## config.mk

```make
export PLATFORM = sky130hd
export DESIGN_NAME = alu_exec
export DESIGN_NICKNAME = d
export VERILOG_FILES = /design/src/common/alu_pkg.sv /design/src/common/rs_pkg.sv /design/src/hw/alu_exec.sv
export VERILOG_INCLUDE_DIRS = /design/src /design/src/common
export SDC_FILE = /design/constraint.sdc
export NUM_CORES = 1
export LEC_CHECK = 0
export ABC_AREA = 1
export BUFFER_PORTS_ARGS = -buffer_cell sky130_fd_sc_hd__buf_4
export CAP_MARGIN = 20
export CELL_PAD_IN_SITES_DETAIL_PLACEMENT = 1
export CELL_PAD_IN_SITES_GLOBAL_PLACEMENT = 1
export CORE_ASPECT_RATIO = 0.5
export CORE_UTILIZATION = 33
export CTS_CLUSTER_DIAMETER = 50
export CTS_CLUSTER_SIZE = 12
export DETAILED_ROUTE_END_ITERATION = 10
export GPL_TIMING_DRIVEN = 0
export PLACE_DENSITY_LB_ADDON = 0.1
export SYNTH_ARGS = -nofsm -noshare
export SYNTH_HDL_FRONTEND = slang
export SYNTH_SLANG_ARGS = --single-unit
```

## constraint.sdc

```tcl
create_clock -name clk -period 2.7 [get_ports clk]
set_clock_uncertainty 0.15 [all_clocks]
set_input_delay 0.27 -clock clk [delete_from_list [all_inputs] [get_ports clk]]
set_output_delay 0.27 -clock clk [all_outputs]
set_load 0.05 [all_outputs]
```

## src/common/rs_defs.svh

```systemverilog
`ifndef RS_DEFS_SVH
`define RS_DEFS_SVH

`define RS_DEPTH 16 // Station slots.

`define PHY_TAG_W 8 // 256 physical registers.

`define XLEN 32

`define NUM_EXT_WB 4 // Mul, div, load, branch/CSR.

`endif

```

## src/common/alu_pkg.sv

```systemverilog
`include "rs_defs.svh"

package alu_pkg;

  typedef enum logic [3:0] {
    ALU_ADD  = 4'd0,
    ALU_SUB  = 4'd1,
    ALU_SLL  = 4'd2,
    ALU_SLT  = 4'd3,
    ALU_SLTU = 4'd4,
    ALU_XOR  = 4'd5,
    ALU_SRL  = 4'd6,
    ALU_SRA  = 4'd7,
    ALU_OR   = 4'd8,
    ALU_AND  = 4'd9
  } alu_op_e;

  // One result broadcast, used for wakeup and register write.
  typedef struct packed {
    logic                  valid;
    logic [`PHY_TAG_W-1:0] tag;
    logic [`XLEN-1:0]      data;
  } wb_bus_t;

  typedef struct packed {
    logic                  valid;
    logic [31:0]           inst_num;
    logic [31:0]           pc;
    logic [`PHY_TAG_W-1:0] dest;
    logic [`XLEN-1:0]      data;
  } alu_result_t;

endpackage

```

## src/common/rs_pkg.sv

```systemverilog
`include "rs_defs.svh"

package rs_pkg;

  typedef struct packed {
    logic [31:0]           inst_num;
    logic [31:0]           pc;
    logic [31:0]           imm;
    logic [`PHY_TAG_W-1:0] dest;
    alu_pkg::alu_op_e      op;
    logic                  src1_is_pc;
    logic                  src2_is_imm;
    logic [`PHY_TAG_W-1:0] src1_tag;
    logic [`PHY_TAG_W-1:0] src2_tag;
    logic                  src1_rdy;
    logic                  src2_rdy;
  } dispatch_t;

  typedef struct packed {
    logic      busy;
    dispatch_t ins; // Ready bits change in place.
  } rs_entry_t;

  // Operation handed to the ALU.
  typedef struct packed {
    logic                  valid;
    logic [31:0]           inst_num;
    logic [31:0]           pc;
    logic [31:0]           imm;
    logic [`PHY_TAG_W-1:0] dest;
    alu_pkg::alu_op_e      op;
    logic                  src1_is_pc;
    logic                  src2_is_imm;
    logic [`PHY_TAG_W-1:0] src1_tag;
    logic [`PHY_TAG_W-1:0] src2_tag;
  } issue_t;

endpackage

```

## src/hw/alu_exec.sv

```systemverilog
`timescale 1ns/1ps
`include "rs_defs.svh"

module alu_exec (
  input  logic                 clk,
  input  logic                 rst_n,
  input  rs_pkg::issue_t       issue,
  input  logic [`XLEN-1:0]     rs1_data,
  input  logic [`XLEN-1:0]     rs2_data,
  output alu_pkg::alu_result_t alu_wb
);

  logic [`XLEN-1:0] op_a;
  logic [`XLEN-1:0] op_b;
  logic [4:0]       shamt;
  logic [`XLEN-1:0] result;

  assign op_a  = issue.src1_is_pc ? issue.pc : rs1_data; // AUIPC style.
  assign op_b  = issue.src2_is_imm ? issue.imm : rs2_data;
  assign shamt = op_b[4:0];

  always_comb begin
    case (issue.op)
      alu_pkg::ALU_ADD:  result = op_a + op_b;
      alu_pkg::ALU_SUB:  result = op_a - op_b;
      alu_pkg::ALU_SLL:  result = op_a << shamt;
      alu_pkg::ALU_SLT:  result = {{(`XLEN-1){1'b0}}, $signed(op_a) < $signed(op_b)};
      alu_pkg::ALU_SLTU: result = {{(`XLEN-1){1'b0}}, op_a < op_b};
      alu_pkg::ALU_XOR:  result = op_a ^ op_b;
      alu_pkg::ALU_SRL:  result = op_a >> shamt;
      alu_pkg::ALU_SRA:  result = $unsigned($signed(op_a) >>> shamt);
      alu_pkg::ALU_OR:   result = op_a | op_b;
      alu_pkg::ALU_AND:  result = op_a & op_b;
      default:           result = '0;
    endcase
  end

  always_ff @(posedge clk) begin
    alu_wb.inst_num <= issue.inst_num;
    alu_wb.pc       <= issue.pc;
    alu_wb.dest     <= issue.dest;
    alu_wb.data     <= result;
    if (!rst_n) begin
      alu_wb.valid <= 1'b0;
    end else begin
      alu_wb.valid <= issue.valid; // One cycle after issue.
    end
  end

endmodule

```

== Yosys cells after proc, flatten, opt, wreduce, memory -nomap -nowiden ==
Index checks and enable logic that the tools add are counted.
Widths: inputs -> output; s select.

* $add $sub $neg: 2
* Magnitude comparators: 2
* Eq/ne operators: 9
* Shifts and indexed selects: 3
* Multiplexer cells: 3
* Bitwise logic cells: 3
* Reductions and logical operators: 1

{| class="wikitable"
|+ Operators with widths
! kind !! count
|-
| $pmux 32 s10 || 1
|-
| $lt 32x32->1 || 2
|-
| $mux 32 || 2
|-
| $add 32x32->32 || 1
|-
| $and 32x32->32 || 1
|-
| $or 32x32->32 || 1
|-
| $shl 32x5->32 || 1
|-
| $shr 32x5->32 || 1
|-
| $sshr 32x5->32 || 1
|-
| $sub 32x32->32 || 1
|-
| $xor 32x32->32 || 1
|-
| $eq 4x3->1 const B || 4
|-
| $eq 4x2->1 const B || 2
|-
| $eq 4x4->1 const B || 2
|-
| $eq 4x1->1 const B || 1
|-
| $logic_not 4->1 || 1
|}

* Flip-flop bits (word level): 105
* Input bits: 193
* Word-level logic and storage cells: 28

== Depth between registers and ports, before layout ==
* Depth in word-level cells: 3
* Depth in mapped cells: 24
* Depth with buffers taken out: 21

== Least setup slack after synthesis ==
OpenSTA, ideal clock, no wires.

* Kind: in2reg
* Start: in issue[16] in the netlist's numbering
* End: reg alu_wb[23] in the netlist's numbering
* Setup time: 0.114 ns
* Arrival: 2.511 ns
* Required time: 2.436 ns
* Setup slack: -0.075 ns
* Cell stages on the path: 20
* Path through: buf_6 inv_4 buf_6 clkbuf_1 or2_2 o21ai_0 ha_1 buf_2 nor2_1 inv_1 nor2_1 inv_1 nor3_1 nand2_1 nand3_1 nand2_1 nand2_1 nor2_1 nor2_1 nand2_1

* Word-level cells in the longest chain between the ends: 3

{| class="wikitable"
|+ RTL lines
! item !! line !! text
|-
| from (decl) || alu_exec.sv:7 || <nowiki>input rs_pkg::issue_t issue,</nowiki>
|-
| $mux 32 (*) || alu_exec.sv:19 || <nowiki>assign op_b = issue.src2_is_imm ? issue.imm : rs2_data;</nowiki>
|-
| $sub 32x32->32 (tied with other cells) || alu_exec.sv:25 || <nowiki>alu_pkg::ALU_SUB: result = op_a - op_b;</nowiki>
|-
| $pmux 32 s10 (*) || alu_exec.sv:23 || <nowiki>case (issue.op)</nowiki>
|-
| net result[23] || alu_exec.sv:16 || <nowiki>logic [`XLEN-1:0] result;</nowiki>
|-
| to (decl) || alu_exec.sv:10 || <nowiki>output alu_pkg::alu_result_t alu_wb</nowiki>
|}

The timed path passes the listed nets; every way through them passes the cells marked *.
A chain may end at the register's enable or synchronous reset.

== Worst setup path after layout ==
* Start: in issue[17] in the netlist's numbering
* End: reg alu_wb[20] in the netlist's numbering

* Word-level cells in the longest chain between the ends: 3

{| class="wikitable"
|+ RTL lines
! item !! line !! text
|-
| $mux 32 (*) || alu_exec.sv:18 || <nowiki>assign op_a = issue.src1_is_pc ? issue.pc : rs1_data;</nowiki>
|-
| $sub 32x32->32 (tied with other cells) || alu_exec.sv:25 ||
|-
| $pmux 32 s10 (*) || alu_exec.sv:23 ||
|-
| net result[20] || alu_exec.sv:16 ||
|}

Marked as above.

==> reports/metrics.cfg <==
[final_layout]
diodes=0
fillerInstances=5259
final_cell_mix=788 x nand2_1, 344 x buf_4, 317 x nand3_1, 272 x inv_1, 119 x nor2_1
regMostFlops=alu_wb
areaGrowthSynthToFinish_pct=49.0
fin_area_mm2=0.0194
reg_top3=alu_wb (105)
final_common_cell=nand2_1
layout-drive-gt1-share=0.299
largest_reg_flops=105
final_nets=3116
final_cell_count_no_fill=3357

[clocking]
ctsRootBufferMaster=clkbuf_16
clock_sinks=105
cts_tree=done
clk_pin_slew_worst_paths_ps=80
numCtsBuffers=9
cts_max_level=3
clock_path_buffers=2

[sta]
rsz0062_at_grt=true
setup-violations-final=6
hold_viol_final=0
setup_ws_ps=-93.9
tightest_slew_ps=1160
fmax_mhz=358
timing.final.crit_period_ps=2790
fin_crit_sh=1.03
finalSetupTns_ps=-225
relSlewSlack=0.226
maxSlewViolCount=0

[grt]
track_usage=0.376
grt_pass1_vias=17637
grt_overflow=0
antenna_found_initial=3
grt_max_degree=22
grt_pass1_wl_um=112000

[yosys]
syn_area_mm2=0.0130
synth_ff_type=dfxtp_1
synth_nets=2706
ys_ff_latch=105
synth.area.top_cells=nand2_1 26%, dfxtp_1 16%, nand3_1 13%
yosysUniqueCellTypes=46
synthCells=2412
synth_edf_count=0
yosys_warnings=0
synth.largest_area_cell=nand2_1
synth_top_area_frac=0.257
avgSynthCellArea_um2=5.41
async_flop_share=0
ys_seq_area_frac=0.161

[power_and_ir_drop]
switching_share=0.519
power_mw=8.40
power_switching_mw=4.36
cellPowerDensity_mw_per_mm2=432
seq_power_share=0.204
cellLeakagePower_nw=9.99
clkPwrFrac=0.170
max-vdd-ir-drop_mv=0.331
power.internal_mw=4.04
combPwrFrac=0.625

[min_path]
min_path_type=input pin to flip-flop

[setup_path]
worstSetupPathType=input pin to flip-flop
cp_data_required_time_ps=2810
worstPathCellList=buf_4, inv_8, buf_8, nand2_1, nand2_4, ha_4, inv_2, fa_2, inv_2, nand3_2, nand3_4, buf_4, buf_4, nand3_1, nand3_1, nand2_1, nand2_1, nor2_1, nor2_2, nand3_2
arrival_ps=2900
start_kind=input pin
cp_slowest_cell=fa_2
worst_setup_path_end_kind=flip-flop
critPathMaxFanout=6
critical-path-max-stage-delay_ps=370

[route]
vias_per_cell=5.56
vias=18658
drt_pre_antenna_iters=5
drc=0
drtIter0Drc=2116
ant_nets=0
routedWlPerCell_um=23.9
finalWirelength_um=80300

[floorplan]
ios=298
initial_utilization=0.335
die_w_um=283
dieArea_mm2=0.0404
core_area_mm2=0.0389
die_y_um=143
row_count=51

[place]
dpl.cell_count=3221
placed_cell_area_mm2=0.0158
port_buffers=279
place_congestion=1.04
dpl.hpwl_um=62100

[flow_run]
maxCapViolCount=0

[outcome]
violations=setup timing
status=finished with violations

-- critical path: cells and delay by family --
| family | cells | cell delay, ps |
|---|---|---|
| fa+ha+maj | 2 | 520 |
| buf+inv | 7 | 750 |
| simple gates | 11 | 1330 |
-- area by class of cell --
type / count / area (um^2) / area share
multi-input cells: 1881 / 11000 / 0.568
flip-flops and latches: 105 / 2100 / 0.108
clock inverters: 7 / 72.6 / 0.00373
plain buffers: 85 / 741 / 0.0381
repair buffers: 412 / 3310 / 0.170
clock buffers: 9 / 225 / 0.0116
well taps: 530 / 663 / 0.0341
inverters: 328 / 1280 / 0.0661
-- layer usage --
layer	part of all wire	up-vias	GRT usage
li1	-	8499	-
met1	0.44	8988	0.521
met2	0.42	1017	0.573
met3	0.11	154	0.0936
met4	0.031	0	0.109
met5	0	-	0
-- kinds of logic (layout without fill, tap and decap cells) --
kind of cell / Yosys count / in the layout / share of synthesized area
XOR/XNOR: 2 / 2 / 0.00134
flip-flops: 105 / 105 / 0.161
buffers and inverters: 426 / 841 / 0.137
AO/OA/AOI/OAI: 247 / 247 / 0.108
AND/OR/NAND/NOR: 1531 / 1531 / 0.495
adder cells (fa/ha/maj): 101 / 101 / 0.0981
-- path summary, 6_finish.rpt --
| path | endpoint | slack (ps) | depth (start not counted) | start |
|---|---|---|---|---|
| max | alu_wb[20] | -90 | 20 | issue[17] |
| min | alu_wb[0] | 160 | 4 | issue[19] |
-- what timing repair did --
action	CTS	global route
hold buffers	74	0
cloned	0	5
buffers inserted	16	38
gates resized for setup	305	307
pin swaps	38	83
endpoints found under the hold margin	73	0
endpoints found under the setup margin	31	28
-- through the flow --
step	hold WS [ps]	utilization	worst slack (ps)
floorplan	148	-	-9.78
global placement	224	0.407	-1720
detailed placement	226	0.407	-1690
CTS	160	0.463	-25.2
global route	171	0.499	-106
finish	164	0.499	-93.9
-- Yosys cell counts (all sizes together) (2+ instances only) --
cell type / instances
a211oi: 9
a21boi: 2
a21oi: 88
a31oi: 4
and2: 2
and3: 2
buf: 80
clkbuf: 18
dfxtp: 105
fa: 2
ha: 99
inv: 328
nand2: 901
nand3: 353
nand3b: 5
nand4: 23
nor2: 192
nor3: 22
nor4: 2
o2111ai: 6
o211ai: 8
o21ai: 96
o21bai: 7
o221ai: 4
o22ai: 20
or2: 29
xor2: 2
-- power groups by stage --
stage | registers, mW | clock network, mW | logic, mW
2_1_floorplan | 2.21 | 0 | 2.06
4_1_cts | 1.72 | 1.46 | 4.55
6_report | 1.72 | 1.43 | 5.25
3_5_place_dp | 1.75 | 0 | 4.08
3_3_place_gp | 1.75 | 0 | 4.04
5_1_grt | 1.73 | 1.51 | 5.50
No activity file was read; power rests on OpenSTA's default activity.
