--- config.mk ---
export PLATFORM = sky130hd
export DESIGN_NAME = rs_alu_station
export DESIGN_NICKNAME = d
export VERILOG_FILES = /design/src/common/alu_pkg.sv /design/src/common/rs_pkg.sv /design/src/rs_alu/rs_alu_station.sv /design/src/rs_alu/rs_issue_select.sv /design/src/rs_alu/rs_slot_alloc.sv
export VERILOG_INCLUDE_DIRS = /design/src /design/src/common
export SDC_FILE = /design/constraint.sdc
export NUM_CORES = 2
export LEC_CHECK = 0
export BUFFER_PORTS_ARGS = -buffer_cell sky130_fd_sc_hd__buf_2
export CORE_MARGIN = 3
export CORE_UTILIZATION = 35
export DETAILED_ROUTE_END_ITERATION = 8
export SLEW_MARGIN = 5
export SYNTH_ARGS = -nofsm -noshare
export SYNTH_HDL_FRONTEND = slang
export SYNTH_SLANG_ARGS = --single-unit
--- constraint.sdc ---
create_clock -name clk -period 18.4 [get_ports clk]
set_input_delay 1.84 -clock clk [delete_from_list [all_inputs] [get_ports clk]]
set_output_delay 1.84 -clock clk [all_outputs]
set_load 0.05 [all_outputs]
--- src/common/rs_defs.svh ---
`ifndef RS_DEFS_SVH
`define RS_DEFS_SVH

`define RS_DEPTH 16 // Station slots.

`define PHY_TAG_W 8 // 256 physical registers.

`define XLEN 32

`define NUM_EXT_WB 4 // Mul, div, load, branch/CSR.

`endif

--- src/common/alu_pkg.sv ---
`include "rs_defs.svh"

package alu_pkg;

  typedef enum logic [3:0] {
    ALU_ADD  = 4'd0,
    ALU_SUB  = 4'd1,
    ALU_SLL  = 4'd2,
    ALU_SLT  = 4'd3,
    ALU_SLTU = 4'd4,
    ALU_XOR  = 4'd5,
    ALU_SRL  = 4'd6,
    ALU_SRA  = 4'd7,
    ALU_OR   = 4'd8,
    ALU_AND  = 4'd9
  } alu_op_e;

  // One result broadcast, used for wakeup and register write.
  typedef struct packed {
    logic                  valid;
    logic [`PHY_TAG_W-1:0] tag;
    logic [`XLEN-1:0]      data;
  } wb_bus_t;

  typedef struct packed {
    logic                  valid;
    logic [31:0]           inst_num;
    logic [31:0]           pc;
    logic [`PHY_TAG_W-1:0] dest;
    logic [`XLEN-1:0]      data;
  } alu_result_t;

endpackage

--- src/common/rs_pkg.sv ---
`include "rs_defs.svh"

package rs_pkg;

  typedef struct packed {
    logic [31:0]           inst_num;
    logic [31:0]           pc;
    logic [31:0]           imm;
    logic [`PHY_TAG_W-1:0] dest;
    alu_pkg::alu_op_e      op;
    logic                  src1_is_pc;
    logic                  src2_is_imm;
    logic [`PHY_TAG_W-1:0] src1_tag;
    logic [`PHY_TAG_W-1:0] src2_tag;
    logic                  src1_rdy;
    logic                  src2_rdy;
  } dispatch_t;

  typedef struct packed {
    logic      busy;
    dispatch_t ins; // Ready bits change in place.
  } rs_entry_t;

  // Operation handed to the ALU.
  typedef struct packed {
    logic                  valid;
    logic [31:0]           inst_num;
    logic [31:0]           pc;
    logic [31:0]           imm;
    logic [`PHY_TAG_W-1:0] dest;
    alu_pkg::alu_op_e      op;
    logic                  src1_is_pc;
    logic                  src2_is_imm;
    logic [`PHY_TAG_W-1:0] src1_tag;
    logic [`PHY_TAG_W-1:0] src2_tag;
  } issue_t;

endpackage

--- src/rs_alu/rs_alu_station.sv ---
`timescale 1ns/1ps
`include "rs_defs.svh"

module rs_alu_station (
  input  logic                clk,
  input  logic                rst_n,
  input  logic                dispatch_valid,
  input  rs_pkg::dispatch_t   disp,
  input  logic                flush,
  input  alu_pkg::wb_bus_t    wake [`NUM_EXT_WB+1],
  output logic                full,
  output rs_pkg::issue_t      issue
);

  localparam int IDX_W = $clog2(`RS_DEPTH);

  rs_pkg::rs_entry_t       entries [`RS_DEPTH];
  logic [`RS_DEPTH-1:0]    busy;
  logic [`RS_DEPTH-1:0]    ready;
  logic [`RS_DEPTH-1:0]    grant;
  logic [IDX_W-1:0]        grant_idx;
  logic [IDX_W-1:0]        alloc_slot;
  logic                    any_ready;
  logic                    take;

  // True when any valid broadcast this cycle carries the tag.
  function automatic logic woken(input logic [`PHY_TAG_W-1:0] tag);
    logic hit;
    hit = 1'b0;
    for (int b = 0; b < `NUM_EXT_WB + 1; b++) begin
      hit |= wake[b].valid && (wake[b].tag == tag);
    end
    return hit;
  endfunction

  always_comb begin
    for (int i = 0; i < `RS_DEPTH; i++) begin
      busy[i]  = entries[i].busy;
      ready[i] = entries[i].busy && entries[i].ins.src1_rdy && entries[i].ins.src2_rdy;
    end
  end

  assign take = dispatch_valid && !full && !flush;

  rs_slot_alloc u_slot_alloc (
    .busy (busy),
    .slot (alloc_slot),
    .full (full)
  );

  rs_issue_select u_issue_select (
    .ready     (ready),
    .grant     (grant),
    .grant_idx (grant_idx),
    .any       (any_ready)
  );

  always_ff @(posedge clk) begin
    if (!rst_n || flush) begin
      for (int i = 0; i < `RS_DEPTH; i++) begin
        entries[i].busy <= 1'b0;
      end
    end else begin
      for (int i = 0; i < `RS_DEPTH; i++) begin
        if (entries[i].busy) begin
          entries[i].ins.src1_rdy <= entries[i].ins.src1_rdy | woken(entries[i].ins.src1_tag);
          entries[i].ins.src2_rdy <= entries[i].ins.src2_rdy | woken(entries[i].ins.src2_tag);
        end
        if (grant[i]) begin
          entries[i].busy <= 1'b0; // Leaves with this edge.
        end
      end
      if (take) begin
        entries[alloc_slot].busy         <= 1'b1;
        entries[alloc_slot].ins          <= disp;
        entries[alloc_slot].ins.src1_rdy <= disp.src1_rdy | woken(disp.src1_tag);
        entries[alloc_slot].ins.src2_rdy <= disp.src2_rdy | woken(disp.src2_tag);
      end
    end
  end

  always_comb begin
    issue.valid       = any_ready;
    issue.inst_num    = entries[grant_idx].ins.inst_num;
    issue.pc          = entries[grant_idx].ins.pc;
    issue.imm         = entries[grant_idx].ins.imm;
    issue.dest        = entries[grant_idx].ins.dest;
    issue.op          = entries[grant_idx].ins.op;
    issue.src1_is_pc  = entries[grant_idx].ins.src1_is_pc;
    issue.src2_is_imm = entries[grant_idx].ins.src2_is_imm;
    issue.src1_tag    = entries[grant_idx].ins.src1_tag;
    issue.src2_tag    = entries[grant_idx].ins.src2_tag;
  end

  // Rename must hold dispatch while the station reports full.
  a_no_dispatch_when_full: assert property (
    @(posedge clk) disable iff (!rst_n)
    dispatch_valid && !flush |-> !full
  ) else $error("dispatch while station full, instruction %0d dropped", disp.inst_num);

endmodule

--- src/rs_alu/rs_issue_select.sv ---
`timescale 1ns/1ps
`include "rs_defs.svh"

module rs_issue_select (
  input  logic [`RS_DEPTH-1:0]         ready,
  output logic [`RS_DEPTH-1:0]         grant,
  output logic [$clog2(`RS_DEPTH)-1:0] grant_idx,
  output logic                         any
);

  localparam int IDX_W = $clog2(`RS_DEPTH);

  assign grant = ready & (~ready + 1'b1); // Isolate lowest set bit.
  assign any   = |ready;

  always_comb begin
    grant_idx = '0;
    for (int i = 0; i < `RS_DEPTH; i++) begin
      if (grant[i]) begin
        grant_idx = IDX_W'(i);
      end
    end
  end

endmodule

--- src/rs_alu/rs_slot_alloc.sv ---
`timescale 1ns/1ps
`include "rs_defs.svh"

module rs_slot_alloc (
  input  logic [`RS_DEPTH-1:0]         busy,
  output logic [$clog2(`RS_DEPTH)-1:0] slot,
  output logic                         full
);

  localparam int IDX_W = $clog2(`RS_DEPTH);

  // Scan downward so the lowest free index is the last one written.
  always_comb begin
    slot = '0;
    for (int i = `RS_DEPTH - 1; i >= 0; i--) begin
      if (!busy[i]) begin
        slot = IDX_W'(i);
      end
    end
  end

  assign full = &busy;

endmodule

=== Yosys cells after proc, flatten, opt, wreduce, memory -nomap -nowiden ===
Memories as Yosys holds them, arrays and structs flattened.
Index checks and enable logic that the tools add are counted.

* Bits in registers: 0
* Input bits: 337
* Memories: 1
* Logic and storage cells: 722
* Output and inout bits: 128
* RAM bits: 2064

* Reductions and logical operators: 210
* Equal/unequal tests: 170
* Add/sub/neg operators: 1
* Multiplexer cells: 150
* Bitwise logic cells: 190

{| class="wikitable"
|+ Memory list
! memory !! words !! width !! read ports !! clocked after memory_dff !! wr ports !! line !! RTL
|-
| entries || 16 || 129 || 17 || 0 || 17 || rs_alu_station.sv:17 || <nowiki>rs_pkg::rs_entry_t entries [`RS_DEPTH];</nowiki>
|}

{| class="wikitable"
|+ Operators with widths
! cell !! number
|-
| $eq 8x8->1 || 170
|-
| $logic_and 1x1->1 || 204
|-
| $or 1x1->1 || 188
|-
| $mux 1 || 120
|-
| $mux 4 || 24
|-
| $add 16x1->16 const B || 1
|-
| $and 16x16->16 || 1
|-
| $not 16->16 || 1
|-
| $reduce_and 16->1 || 1
|-
| $reduce_or 16->1 || 1
|-
| $mux 3 || 4
|-
| $mux 2 || 2
|-
| $logic_not 1->1 || 3
|-
| $logic_or 1x1->1 || 1
|}

=== Logic depth before layout (Yosys ltp) ===
An unclocked memory read counts as a cell.

* Depth in word-level cells: 22
* Depth in mapped cells: 14
* Gate-level depth less buffers: 8

=== By module ===
From an unflattened synthesis, not the netlist that was laid out.

* Cells, all modules: 5504
* Area, all modules: 95754.3 µm²

{| class="wikitable"
|+ By module, submodules not included
! module !! cells an instance !! area each (µm²) !! seq. area each (µm²) !! instances
|-
| rs_alu_station || 5420 || 95287.6 || 61819.3 || 1
|-
| rs_issue_select || 51 || 290.3 || 0.0 || 1
|-
| rs_slot_alloc || 33 || 176.4 || 0.0 || 1
|}

=== Worst setup path before layout ===
OpenSTA, ideal clock, no wires.

* Kind: input port to flip-flop
* Start point: input rst_n
* End point: memory entries[7][0] (netlist bit) (data pin)
* Stages on the path: 7
* Buffers on the path: 1
* Slack: 0.744 ns
* Data arrival time: 16.899 ns
* Library setup time: 0.757 ns
* Cells stage by stage: nor2b_1 clkbuf_1 nand4_1 nor2_1 nand2_1 a2111oi_1 a21oi_1

{| class="wikitable"
|+ RTL lines
! item !! line !! RTL
|-
| from (decl) || rs_alu_station.sv:6 || <nowiki>input logic rst_n,</nowiki>
|-
| to (decl) || rs_alu_station.sv:17 ||
|}

==> impl_results.md <==
- Status: complete, no violations
- Worst path required time: 16.56 ns
- Final number of hold-violating endpoints: 0
- Worst-path maximum fanout: approximately 180
- Layout cells sized above 1: 10.47%
- Synth Area in XOR/XNOR: 12.24%
- Final worst path period share: 49.08%
- Buf/Inv on CP: 4
- Area growth syn-to-layout: 11.57%
- Number of global-route vias before repair: 63260
- Ranking of synthesized cells by area: edfxtp_1 (63%), xor2_1 (9.4%), mux2i_1 (3.0%), xnor2_1 (2.8%), nand2_1 (2.6%)
- Placed cell areas: 101800 um2
- Dpl cells: 11020
- Top-Level Pins: around 470
- Largest family of logic cells by synthesized area: XOR/XNOR gates
- DIE AREA: 284300 um2
- Critical path type: register to output port
- Post-synth EDFFs: 2048
- Worst rel slew slack: 7.266%
- Die Ht: 533.2 um
- Die W: 533.2 um
- Max Fclk: ~110 MHz
- Clk slew on worst S/H paths: around 0.060 ns
- Post-DRT Antenna Nets: 0
- Non-filler instance count after layout: between 10000 and 15000
- Post-CTS Resized: 0
- Pleak: approximately 0.037 uW
- Fin Hold WS: 0.5636 ns
- Dominant synthesized flop cell: edfxtp_1
- Max reg flops: a little over 2000
- Simple-gate share of the synthesized area: between 10% and 20%
- Top-count cell post-synth: edfxtp_1
- Util after Layout: 39.46%
- CTS Buf Count: 220
- Most used cell, CP: buf_4
- Crit path arrival time: approximately 7 ns
- Hold depth: 2
- Synth top area share: 63.21%
- CP Launch Type: register
- Least-Margin Pin Slew: ~1.4 ns
- Unrepaired setup endpoints after global routing: no
- Reg area: about 62000 um2
- Clk_lat worst skew: 0.90 ns
- CP startpoint: entries[2][128]$_SDFF_PP1_
- H-tree levels: 4
- CTS Buffer Depth: 4
- Worst path top cell family by delay: buffers and inverters
- Adder-cell share of the synthesized area: 0%
- First-pass GRT wire length: approximately 470000 um
- Stages on worst setup path: 12
- Post-synthesis async set-or-reset flop share: 0%
- Crit path cell chain: nand3_1, nand2_1, or3_1, o211ai_1, buf_4, nor2_4, buf_4, buf_12, a32oi_1, a22oi_1, or3b_1, buf_2
- Worst vdd ir: 81.78 uV
- Placeable Area: 275100 um2
- Final instance area: between 100000 and 150000 um2
- Sequential-to-total area share from yosys stat: 63.54%
- Final setup viols: 0
- Synth warn: 0
- Total Routing Usage GR: between 20% and 30%
- Sum Neg Setup Slack: 0 ns
- DRC violations left: 0
- Top Registers: entries (2064)
- Area of the multi-input gates: 32160 um2
- Hold Path Origin: entries[8][128]$_SDFF_PP1_
- DP HPWL: 177600 um
- Nets: about 7900
- Setup Buffers After CTS: 0
- Initial Util: a little over a third
- Flop2flop setup slack: 13.34 ns
- Mapped Cells: ~7700
- Syn_area_per_cell: around 13 um2
- TritonCTS clock tree: built
- Via density: 5.759
- CP peak stage delay: a little over 0.8 ns
- Gr ovfl total: 0
- CTS Sinks: 2064
- Iteration-0 DRC Markers: roughly 8400
- Setup crit end kind: output port
- Compound-Gate Fraction of Synth Area: 7.501%
- First-pass DRT Iterations: 6
- Fillcell total: 25560
- Commonest cells in the synthesized netlist: edfxtp_1 (2048), xor2_1 (1046), nand2_1 (684)
- Wire per inst: 28.68 um
- Synthesized cell area: between 90000 and 100000 um2
- Largest area contributor in the netlist: edfxtp_1
- Slowest-stage cell, CP: buf_4
- P per Cell Area: 90.66 nW/um2
- Row count: around 190
- Yosys reg bits: 2064
- Final Max Tran Viols: 0
- Largest net degree at the start of global routing: around 190
- Initial antenna violation count: 74
- Max cap viols: 0
- Placer Congestion: 0.9362
- Minimum clock period: roughly 9 ns
- Clock Tree Root: clkbuf_16
- Mapped Nets: 8007
- Post-Route WL: ~330000 um
- Buffers on Ports: 304
- Min-delay worst type: register to register
- Worst Reg-to-Reg Cells: 10
- Hold_buf cts: 0
- Netlist cell types: 56
- Clock skew: 0.1006 ns
- Mux share of post-synthesis cell area: 2.953%
- DR vias: 65830
- Register name with the most flops: entries
- RR Startpoint: entries[15][128]$_SDFFE_PP1P_
-- final timing paths --
kind | to
setup / recovery | issue[15]
hold / removal | entries[8][128]$_SDFF_PP1_
setup reg to reg | entries[13][48]$_DFFE_PP_
hold reg to reg | entries[8][128]$_SDFF_PP1_
-- metrics by stage --
step / setup WS [ns] / power, uW
after floorplan: 0.7441 / 5540
after global placement: 10.58 / 5740
after detailed placement: 10.48 / 5751
after CTS: 9.576 / 9890
after global routing: 9.083 / 10110
final: 9.370 / 9840
-- tightest hold or removal path, stage by stage, from the launching register on --
cell	delay [ns]
dfxtp_1	0.35
nand2_1	0.09
a22oi_1	0.06
-- power breakdown --
part           switching (uW)  internal [uW]  total, uW
Sequential               5.97           5180       5180
Clock                    1830           2340       4170
Combinational             357            128        486
-- metal layers --
metal | part of all wire (%) | GRT usage, %
met1 | 42 | 31.10
met2 | 43 | 33.17
met3 | 11 | 5.778
met4 | 3.8 | 7.752
met5 | 0.12 | 0
-- cell usage in the layout, fill, tap and decap left out, drive strengths merged, types with 105 or more instances in the layout --
master  Yosys  layout
a21oi     342     342
buf       326     466
clkbuf    477     272
clkinv      0     106
edfxtp   2048    2048
inv       113     121
mux2i     287     287
nand2     685     685
nand2b    161     161
nand3     363     363
nand4     157     157
nor3      105     105
nor4      259     259
o21ai     230     230
xnor2     314     314
xor2     1046    1046
-- area by class of cell --
type                       count  area share (%)
antenna                       16         0.03689
clock buffer                 272           5.346
clock inverter               124          0.7839
inverter                     113          0.4115
multi-input combinational   4690           29.63
sequential                  2064           56.96
tap                         3686           4.249
timing repair buffer         466           2.591
-- kinds of logic after synthesis --
kind of cell,after synthesis
buf+inv,916
flops,2064
xor+xnor,1360
compound gates,1147
mux,287
simple gates,1896
No activity file was read; power rests on OpenSTA's default activity.
